File: src/csr_params.svh
// data and index widths, csr write masks
`ifndef CSR_PARAMS_SVH
`define CSR_PARAMS_SVH

// datapath
`define XLEN        32  // rv32 data width
`define CSR_ADDR_W  12  // csr address field
`define REG_ADDR_W  5   // gpr index
`define COMMIT_ID_W 3   // commit id tag

// mstatus only keeps mie (bit 3) and mpie (bit 7)
`define MSTATUS_WMASK 32'h0000_0088

// mtvec and mepc keep word alignment
`define TVEC_EPC_WMASK 32'hffff_fffc

`endif

File: src/csr_pkg.sv
// csr operation enum, csr address type and csr address enum
`include "csr_params.svh"

package csr_pkg;

    // encodings follow funct3[1:0] of the csr instructions
    typedef enum logic [1:0] {
        CSR_RW = 2'b01,  // csrrw / csrrwi
        CSR_RS = 2'b10,  // csrrs / csrrsi
        CSR_RC = 2'b11   // csrrc / csrrci
    } csr_op_e;

    typedef logic [`CSR_ADDR_W-1:0] csr_addr_t;

    // implemented machine csrs
    typedef enum csr_addr_t {
        CSR_MSTATUS  = 12'h300,
        CSR_MTVEC    = 12'h305,
        CSR_MSCRATCH = 12'h340,
        CSR_MEPC     = 12'h341,
        CSR_MCAUSE   = 12'h342
    } csr_addr_e;

endpackage

File: src/csr_decode.sv
// csr_decode: csr instruction decode, csr read, same-address hazard stall
`timescale 1ns/1ps
`include "csr_params.svh"

module csr_decode (
    input  logic                    clk,
    input  logic                    rst_n_i,

    // upstream issue handshake
    input  logic                    instr_valid_i,
    input  logic [31:0]             instr_i,
    input  logic [`XLEN-1:0]        rs1_data_i,
    input  logic [`COMMIT_ID_W-1:0] commit_id_i,
    output logic                    instr_ready_o,

    // csr read port
    output csr_pkg::csr_addr_t      csr_raddr_o,
    input  logic [`XLEN-1:0]        csr_rdata_i,

    // write held in the execute stage
    input  logic                    pend_we_i,
    input  csr_pkg::csr_addr_t      pend_addr_i,

    // to execute unit
    output logic                    dec_valid_o,
    output csr_pkg::csr_op_e        dec_op_o,
    output logic [`XLEN-1:0]        dec_operand_o,
    output logic [`XLEN-1:0]        dec_old_value_o,
    output csr_pkg::csr_addr_t      dec_csr_addr_o,
    output logic                    dec_csr_we_o,
    output logic [`REG_ADDR_W-1:0]  dec_rd_addr_o,
    output logic [`COMMIT_ID_W-1:0] dec_commit_id_o,
    input  logic                    dec_ready_i
);

    // instruction fields
    logic [2:0]            funct3;
    logic [4:0]            src;      // rs1 index or uimm
    logic                  use_imm;  // funct3[2] selects immediate form
    csr_pkg::csr_addr_t    csr_addr;
    logic                  hazard;

    assign funct3   = instr_i[14:12];
    assign src      = instr_i[19:15];
    assign use_imm  = funct3[2];
    assign csr_addr = instr_i[31:20];

    // operation from funct3[1:0]
    always_comb begin
        case (funct3[1:0])
            2'b10:   dec_op_o = csr_pkg::CSR_RS;
            2'b11:   dec_op_o = csr_pkg::CSR_RC;
            default: dec_op_o = csr_pkg::CSR_RW;
        endcase
    end

    // zero-extended uimm or rs1 value
    assign dec_operand_o = use_imm ? {{(`XLEN-5){1'b0}}, src} : rs1_data_i;

    // set/clear with zero source never writes
    assign dec_csr_we_o = (dec_op_o == csr_pkg::CSR_RW) | (src != 5'd0);

    // old value straight from the register file
    assign csr_raddr_o     = csr_addr;
    assign dec_old_value_o = csr_rdata_i;

    // read after a write still sitting in execute would see a stale value
    assign hazard = pend_we_i && (pend_addr_i == csr_addr);

    assign dec_valid_o   = instr_valid_i & ~hazard;
    assign instr_ready_o = dec_ready_i & ~hazard;

    // pass-through payload
    assign dec_csr_addr_o  = csr_addr;
    assign dec_rd_addr_o   = instr_i[11:7];
    assign dec_commit_id_o = commit_id_i;

endmodule

File: src/csr_exec_unit.sv
// csr_exec_unit: new csr value and rd result, interrupt flush, output register stage
`timescale 1ns/1ps
`include "csr_params.svh"

module csr_exec_unit (
    input  logic                    clk,
    input  logic                    rst_n_i,

    // from decoder
    input  logic                    dec_valid_i,
    input  csr_pkg::csr_op_e        dec_op_i,
    input  logic [`XLEN-1:0]        dec_operand_i,
    input  logic [`XLEN-1:0]        dec_old_value_i,
    input  csr_pkg::csr_addr_t      dec_csr_addr_i,
    input  logic                    dec_csr_we_i,
    input  logic [`REG_ADDR_W-1:0]  dec_rd_addr_i,
    input  logic [`COMMIT_ID_W-1:0] dec_commit_id_i,
    output logic                    dec_ready_o,

    input  logic                    int_assert_i,  // flush request

    // held result
    output logic                    ex_valid_o,
    output logic                    ex_csr_we_o,
    output csr_pkg::csr_addr_t      ex_csr_addr_o,
    output logic [`XLEN-1:0]        ex_csr_wdata_o,
    output logic [`REG_ADDR_W-1:0]  ex_rd_addr_o,
    output logic [`XLEN-1:0]        ex_rd_data_o,
    output logic [`COMMIT_ID_W-1:0] ex_commit_id_o,
    input  logic                    wb_ready_i
);

    logic [`XLEN-1:0] csr_wdata_nxt;
    logic             load;   // stage may take new contents
    logic             take;   // decoder transfer this edge

    // control state
    logic             valid_q;
    logic             csr_we_q;

    // payload, no reset
    csr_pkg::csr_addr_t      csr_addr_q;
    logic [`XLEN-1:0]        csr_wdata_q;
    logic [`REG_ADDR_W-1:0]  rd_addr_q;
    logic [`XLEN-1:0]        rd_data_q;
    logic [`COMMIT_ID_W-1:0] commit_id_q;

    // write / set / clear
    always_comb begin
        case (dec_op_i)
            csr_pkg::CSR_RS: csr_wdata_nxt = dec_old_value_i | dec_operand_i;
            csr_pkg::CSR_RC: csr_wdata_nxt = dec_old_value_i & ~dec_operand_i;
            default:         csr_wdata_nxt = dec_operand_i;
        endcase
    end

    assign load        = ~valid_q | wb_ready_i;  // empty or leaving
    assign take        = dec_valid_i & load;
    assign dec_ready_o = load;

    always_ff @(posedge clk or negedge rst_n_i) begin
        if (!rst_n_i) begin
            valid_q  <= 1'b0;
            csr_we_q <= 1'b0;
        end else if (load) begin
            valid_q  <= dec_valid_i & ~int_assert_i;  // interrupt loads a bubble
            csr_we_q <= dec_valid_i & ~int_assert_i & dec_csr_we_i;
        end
    end

    always_ff @(posedge clk) begin
        if (take) begin
            csr_addr_q  <= dec_csr_addr_i;
            csr_wdata_q <= csr_wdata_nxt;
            rd_addr_q   <= dec_rd_addr_i;
            rd_data_q   <= dec_old_value_i;  // rd gets the old csr value
            commit_id_q <= dec_commit_id_i;
        end
    end

    assign ex_valid_o     = valid_q;
    assign ex_csr_we_o    = csr_we_q;
    assign ex_csr_addr_o  = csr_addr_q;
    assign ex_csr_wdata_o = csr_wdata_q;
    assign ex_rd_addr_o   = rd_addr_q;
    assign ex_rd_data_o   = rd_data_q;
    assign ex_commit_id_o = commit_id_q;

endmodule

File: src/csr_regfile.sv
// csr_regfile: five machine csrs, masked commit, csr read port, write-back outputs
`timescale 1ns/1ps
`include "csr_params.svh"

module csr_regfile (
    input  logic                    clk,
    input  logic                    rst_n_i,

    // read port for the decoder
    input  csr_pkg::csr_addr_t      csr_raddr_i,
    output logic [`XLEN-1:0]        csr_rdata_o,

    // result held in execute
    input  logic                    ex_valid_i,
    input  logic                    ex_csr_we_i,
    input  csr_pkg::csr_addr_t      ex_csr_addr_i,
    input  logic [`XLEN-1:0]        ex_csr_wdata_i,
    input  logic [`REG_ADDR_W-1:0]  ex_rd_addr_i,
    input  logic [`XLEN-1:0]        ex_rd_data_i,
    input  logic [`COMMIT_ID_W-1:0] ex_commit_id_i,

    // write-back handshake
    input  logic                    wb_ready_i,
    output logic                    wb_valid_o,
    output logic                    rd_we_o,
    output logic [`REG_ADDR_W-1:0]  rd_addr_o,
    output logic [`XLEN-1:0]        rd_data_o,
    output logic [`COMMIT_ID_W-1:0] commit_id_o
);

    logic [`XLEN-1:0] mstatus_q;
    logic [`XLEN-1:0] mtvec_q;
    logic [`XLEN-1:0] mscratch_q;
    logic [`XLEN-1:0] mepc_q;
    logic [`XLEN-1:0] mcause_q;
    logic             commit;

    // csr write lands with the write-back transfer
    assign commit = ex_valid_i & wb_ready_i & ex_csr_we_i;

    always_ff @(posedge clk or negedge rst_n_i) begin
        if (!rst_n_i) begin
            mstatus_q  <= '0;
            mtvec_q    <= '0;
            mscratch_q <= '0;
            mepc_q     <= '0;
            mcause_q   <= '0;
        end else if (commit) begin
            case (ex_csr_addr_i)
                csr_pkg::CSR_MSTATUS:  mstatus_q  <= ex_csr_wdata_i & `MSTATUS_WMASK;
                csr_pkg::CSR_MTVEC:    mtvec_q    <= ex_csr_wdata_i & `TVEC_EPC_WMASK;
                csr_pkg::CSR_MSCRATCH: mscratch_q <= ex_csr_wdata_i;
                csr_pkg::CSR_MEPC:     mepc_q     <= ex_csr_wdata_i & `TVEC_EPC_WMASK;
                csr_pkg::CSR_MCAUSE:   mcause_q   <= ex_csr_wdata_i;
                default: ;  // unimplemented, write dropped
            endcase
        end
    end

    // combinational read
    always_comb begin
        case (csr_raddr_i)
            csr_pkg::CSR_MSTATUS:  csr_rdata_o = mstatus_q;
            csr_pkg::CSR_MTVEC:    csr_rdata_o = mtvec_q;
            csr_pkg::CSR_MSCRATCH: csr_rdata_o = mscratch_q;
            csr_pkg::CSR_MEPC:     csr_rdata_o = mepc_q;
            csr_pkg::CSR_MCAUSE:   csr_rdata_o = mcause_q;
            default:               csr_rdata_o = '0;  // unknown reads zero
        endcase
    end

    // outward write-back
    assign wb_valid_o  = ex_valid_i;
    assign rd_we_o     = ex_valid_i & (ex_rd_addr_i != '0);  // x0 never written
    assign rd_addr_o   = ex_rd_addr_i;
    assign rd_data_o   = ex_rd_data_i;
    assign commit_id_o = ex_commit_id_i;

endmodule

File: src/csr_top.sv
// csr_top: decoder, execute unit and csr register file
`timescale 1ns/1ps
`include "csr_params.svh"

module csr_top (
    input  logic                    clk,
    input  logic                    rst_n_i,

    // issue side
    input  logic                    instr_valid_i,
    output logic                    instr_ready_o,
    input  logic [31:0]             instr_i,
    input  logic [`XLEN-1:0]        rs1_data_i,
    input  logic [`COMMIT_ID_W-1:0] commit_id_i,
    input  logic                    int_assert_i,

    // write-back side
    output logic                    wb_valid_o,
    input  logic                    wb_ready_i,
    output logic                    rd_we_o,
    output logic [`REG_ADDR_W-1:0]  rd_addr_o,
    output logic [`XLEN-1:0]        rd_data_o,
    output logic [`COMMIT_ID_W-1:0] commit_id_o
);

    // decode -> execute
    logic                    dec_valid;
    logic                    dec_ready;
    csr_pkg::csr_op_e        dec_op;
    logic [`XLEN-1:0]        dec_operand;
    logic [`XLEN-1:0]        dec_old_value;
    csr_pkg::csr_addr_t      dec_csr_addr;
    logic                    dec_csr_we;
    logic [`REG_ADDR_W-1:0]  dec_rd_addr;
    logic [`COMMIT_ID_W-1:0] dec_commit_id;

    // csr read port
    csr_pkg::csr_addr_t      csr_raddr;
    logic [`XLEN-1:0]        csr_rdata;

    // execute -> regfile, also the pending write seen by decode
    logic                    ex_valid;
    logic                    ex_csr_we;
    csr_pkg::csr_addr_t      ex_csr_addr;
    logic [`XLEN-1:0]        ex_csr_wdata;
    logic [`REG_ADDR_W-1:0]  ex_rd_addr;
    logic [`XLEN-1:0]        ex_rd_data;
    logic [`COMMIT_ID_W-1:0] ex_commit_id;

    csr_decode csr_decode_inst (
        .clk(clk), .rst_n_i(rst_n_i),
        .instr_valid_i(instr_valid_i), .instr_i(instr_i), .rs1_data_i(rs1_data_i),
        .commit_id_i(commit_id_i), .instr_ready_o(instr_ready_o),
        .csr_raddr_o(csr_raddr), .csr_rdata_i(csr_rdata),
        .pend_we_i(ex_csr_we), .pend_addr_i(ex_csr_addr),
        .dec_valid_o(dec_valid), .dec_op_o(dec_op), .dec_operand_o(dec_operand),
        .dec_old_value_o(dec_old_value), .dec_csr_addr_o(dec_csr_addr),
        .dec_csr_we_o(dec_csr_we), .dec_rd_addr_o(dec_rd_addr),
        .dec_commit_id_o(dec_commit_id), .dec_ready_i(dec_ready)
    );

    csr_exec_unit csr_exec_unit_inst (
        .clk(clk), .rst_n_i(rst_n_i),
        .dec_valid_i(dec_valid), .dec_op_i(dec_op), .dec_operand_i(dec_operand),
        .dec_old_value_i(dec_old_value), .dec_csr_addr_i(dec_csr_addr),
        .dec_csr_we_i(dec_csr_we), .dec_rd_addr_i(dec_rd_addr),
        .dec_commit_id_i(dec_commit_id), .dec_ready_o(dec_ready),
        .int_assert_i(int_assert_i),
        .ex_valid_o(ex_valid), .ex_csr_we_o(ex_csr_we), .ex_csr_addr_o(ex_csr_addr),
        .ex_csr_wdata_o(ex_csr_wdata), .ex_rd_addr_o(ex_rd_addr),
        .ex_rd_data_o(ex_rd_data), .ex_commit_id_o(ex_commit_id), .wb_ready_i(wb_ready_i)
    );

    csr_regfile csr_regfile_inst (
        .clk(clk), .rst_n_i(rst_n_i),
        .csr_raddr_i(csr_raddr), .csr_rdata_o(csr_rdata),
        .ex_valid_i(ex_valid), .ex_csr_we_i(ex_csr_we), .ex_csr_addr_i(ex_csr_addr),
        .ex_csr_wdata_i(ex_csr_wdata), .ex_rd_addr_i(ex_rd_addr),
        .ex_rd_data_i(ex_rd_data), .ex_commit_id_i(ex_commit_id), .wb_ready_i(wb_ready_i),
        .wb_valid_o(wb_valid_o), .rd_we_o(rd_we_o), .rd_addr_o(rd_addr_o),
        .rd_data_o(rd_data_o), .commit_id_o(commit_id_o)
    );

endmodule

File: config.mk
export PLATFORM = sky130hd
export DESIGN_NAME = csr_top
export DESIGN_NICKNAME = d
export VERILOG_FILES = /design/src/csr_pkg.sv /design/src/csr_decode.sv /design/src/csr_exec_unit.sv /design/src/csr_regfile.sv /design/src/csr_top.sv
export VERILOG_INCLUDE_DIRS = /design/src
export SDC_FILE = /design/constraint.sdc
export NUM_CORES = 1
export LEC_CHECK = 0
export BUFFER_PORTS_ARGS = -buffer_cell sky130_fd_sc_hd__buf_4
export CORE_ASPECT_RATIO = 1.4
export CORE_MARGIN = 2
export CORE_UTILIZATION = 40
export DETAILED_ROUTE_END_ITERATION = 8
export PLACE_DENSITY = 0.6
export SLEW_MARGIN = 15
export SYNTH_ARGS = -nofsm -noshare
export SYNTH_HDL_FRONTEND = slang
export SYNTH_SLANG_ARGS = --single-unit
File: constraint.sdc
create_clock -name clk -period 7.7 [get_ports clk]
set_input_delay 1.155 -clock clk [delete_from_list [all_inputs] [get_ports clk]]
set_output_delay 1.155 -clock clk [all_outputs]
set_load 0.02 [all_outputs]
==> impl_results.md <==
* Status: complete, no violations
* First-pass GRT wire length at 39800 um
* DRC at 0
* Clk pin slew, worst setup/hold paths at 0.06 ns
* Fill cell count at 2129
* Post-synth EDFFs at 84
* Full die area at 25900 um^2
* LEAKAGE at 5.10 nW
* Synth Cell Area at 9840 um^2
* Worst skew pair latency at 0.51 ns
* Slew headroom at 0.288
* WL per Instance at 22.6 um
* Max-Cap Viols at 0
* Register area at 5730 um^2
* Core area at 24100 um^2
* Initial core utilization at 0.409
* # diodes at 0
* Tcrit/Tclk final at 0.498
* Crit path max fanout at 15
* Setup TNS at 0 ns
* Worst hold slack at 0.507 ns
* Ports at 115
* Antenna violations before repair at 0
* Nature of the critical path startpoint: input port
* Drt total wl at 26100 um
* Yosys warning count at 0
* CTS tree: built
* Post-synth cell types at 49
* Fin. max-slew vios at 0
* Hold Crit Class: flop to flop
* Routability cong. at 0.748
* Worst Tran Pin Value at 1.06 ns
* Synth area leaders: dfrtp_1, edfxtp_1, mux2_2
* Clk buf depth at 3
* Syn-to-layout area delta at 19.2%
* DP Wirelength at 14700 um
* Layout cells sized above 1 at 0.358
* Avg Inst Size Synth at 13.2 um^2
* Port bufs at 107
* WP data required at 6.55 ns
* Worst EP arrival at 2.68 ns
* Non-Filler Instances at 1157
* Height of the die at 190 um
* DP Cell Count at 1117
* Leading area contributor after synthesis: dfrtp_1
* Initial DRC Count at 478
* Number of buffers created by CTS at 22
* Syn Nets at 815
* Place WS at 3.79 ns
* Minimum clock period at 3.83 ns
* Number of global-route vias before repair at 6885
* Drt pass-1 iters at 5
* Antenna viol nets, final at 0
* Vias per cell at 5.85
* Post-synthesis sequential area ratio at 0.582
* Post-CTS Setup Bufs at 0
* Top FF cell, synth: dfrtp_1
* GRT Residual Overflow at 0
* Setup ws final at 3.87 ns
* Critical path class: input port to output port
* Chip width at 137 um
* Seq cells post-synth at 212
* Final net count at 903
* Share of the synthesized area in the top cell type at 0.325
* Vias post-DR at 6764
* All-Layer GR Usage at 0.202
* Synth async-reset ratio at 0.604
* Footprint of the multi-input gates at 3920 um^2
* RSZ-0062 raised after global routing: false
* Setup-failing EPs final at 0
* Final Skew at 0.00903 ns
* VDD IR-drop max at 0.000159 V
* Root buf cell: clkbuf_16
* CTS Hold Bufs at 0
* Clock Sink Count at 212
* Endpoint class of the critical path: output port
* Largest net degree at the start of global routing at 73
* Post_cts resized at 0
* Commonest non-fill, non-tap cells in the layout: mux2_2, dfrtp_1, buf_4
* Final Hold Vio Count at 0
* Syn Inst Count at 743
* H-tree depth at 1
* PwrDens at 217 nW/um^2
* Max Clock Freq at 261 MHz
* Rows at 67
* Total power at 2.55 mW
## where the power goes
group	leakage (nW)	internal (mW)	switching (mW)
clock	0.381	0.708	0.446
combinational	2.10	0.0615	0.105
sequential	2.62	1.21	0.0204
## metrics by stage
stage	area, um^2	utilization
final	11700	0.488
after global placement	10900	0.455
after floorplan	9850	-
after CTS	11700	0.488
after global routing	11700	0.488
after detailed placement	10900	0.455
## area by class of cell
type | instances | area share
timing repair buffer | 120 | 0.0768
inverter | 2 | 0.000640
clock buffer | 33 | 0.0575
clock inverter | 7 | 0.0101
multi-input combinational | 473 | 0.334
sequential | 212 | 0.488
tap | 310 | 0.0331
## state kept, by name, indices dropped and copies added (netlist names), 2 cells and up
register and flops:
csr_regfile_inst.mstatus_q 2, csr_regfile_inst.mtvec_q 30, csr_regfile_inst.mcause_q 32, csr_exec_unit_inst.ex_csr_wdata_o 32
csr_regfile_inst.mscratch_q 32, csr_regfile_inst.mepc_q 30, csr_exec_unit_inst.ex_rd_data_o 32, csr_exec_unit_inst.ex_commit_id_o 3
csr_exec_unit_inst.ex_csr_addr_o 12, csr_exec_unit_inst.ex_rd_addr_o 5
## kinds of logic after synthesis
family,synth area share
compound gates,0.112
mux,0.154
simple gates,0.116
buf+inv,0.0263
flops,0.582
xor+xnor,0.0107
## cells in the mapped netlist (all sizes together), types with 2 or more instances
cell,number
nand2b,2
and4b,2
mux2i,7
and2,19
clkbuf,28
inv,2
a221o,20
nand4b,4
dfrtp,128
a21o,8
or4,3
nor4b,2
nand2,37
buf,28
nor3,5
a22o,34
o211ai,2
nand3b,2
nand4,3
a211oi,26
a32oi,2
a22oi,30
nor4,32
xnor2,12
o21bai,3
nand3,33
edfxtp,84
nor2,9
o41ai,2
nor2b,32
mux2,128
or2,2
o31ai,3
a31o,2
## worst paths after layout
kind / startpoint / to / slack, ns / cells past startpoint
worst max-delay path: instr_i[20] / instr_ready_o / 3.87 / 6
worst min-delay path: csr_regfile_inst.mepc_q[23] / csr_regfile_inst.mepc_q[23] / 0.51 / 1
worst max register to register: csr_exec_unit_inst.ex_csr_addr_o[5] / csr_regfile_inst.mscratch_q[9] / 4.88 / 5
worst min register to register: csr_regfile_inst.mepc_q[23] / csr_regfile_inst.mepc_q[23] / 0.51 / 1
max in group asynchronous: rst_n_i / csr_regfile_inst.mscratch_q[8] / 5.53 / 2
min in group asynchronous: rst_n_i / csr_regfile_inst.mscratch_q[28] / 0.70 / 1
## worst max-delay path: stages
cell and delay, ns:
buf_4 0.24, xnor2_1 0.15, nand4_1 0.11, nor4_1 0.73, nor2_1 0.10, buf_4 0.19
## routing by layer
layer  share of wire  global-route usage
met5               0                   0
met4           0.019              0.0505
met3           0.059              0.0272
met2            0.50               0.343
met1            0.42               0.271
(Power assumes the default switching activity.)
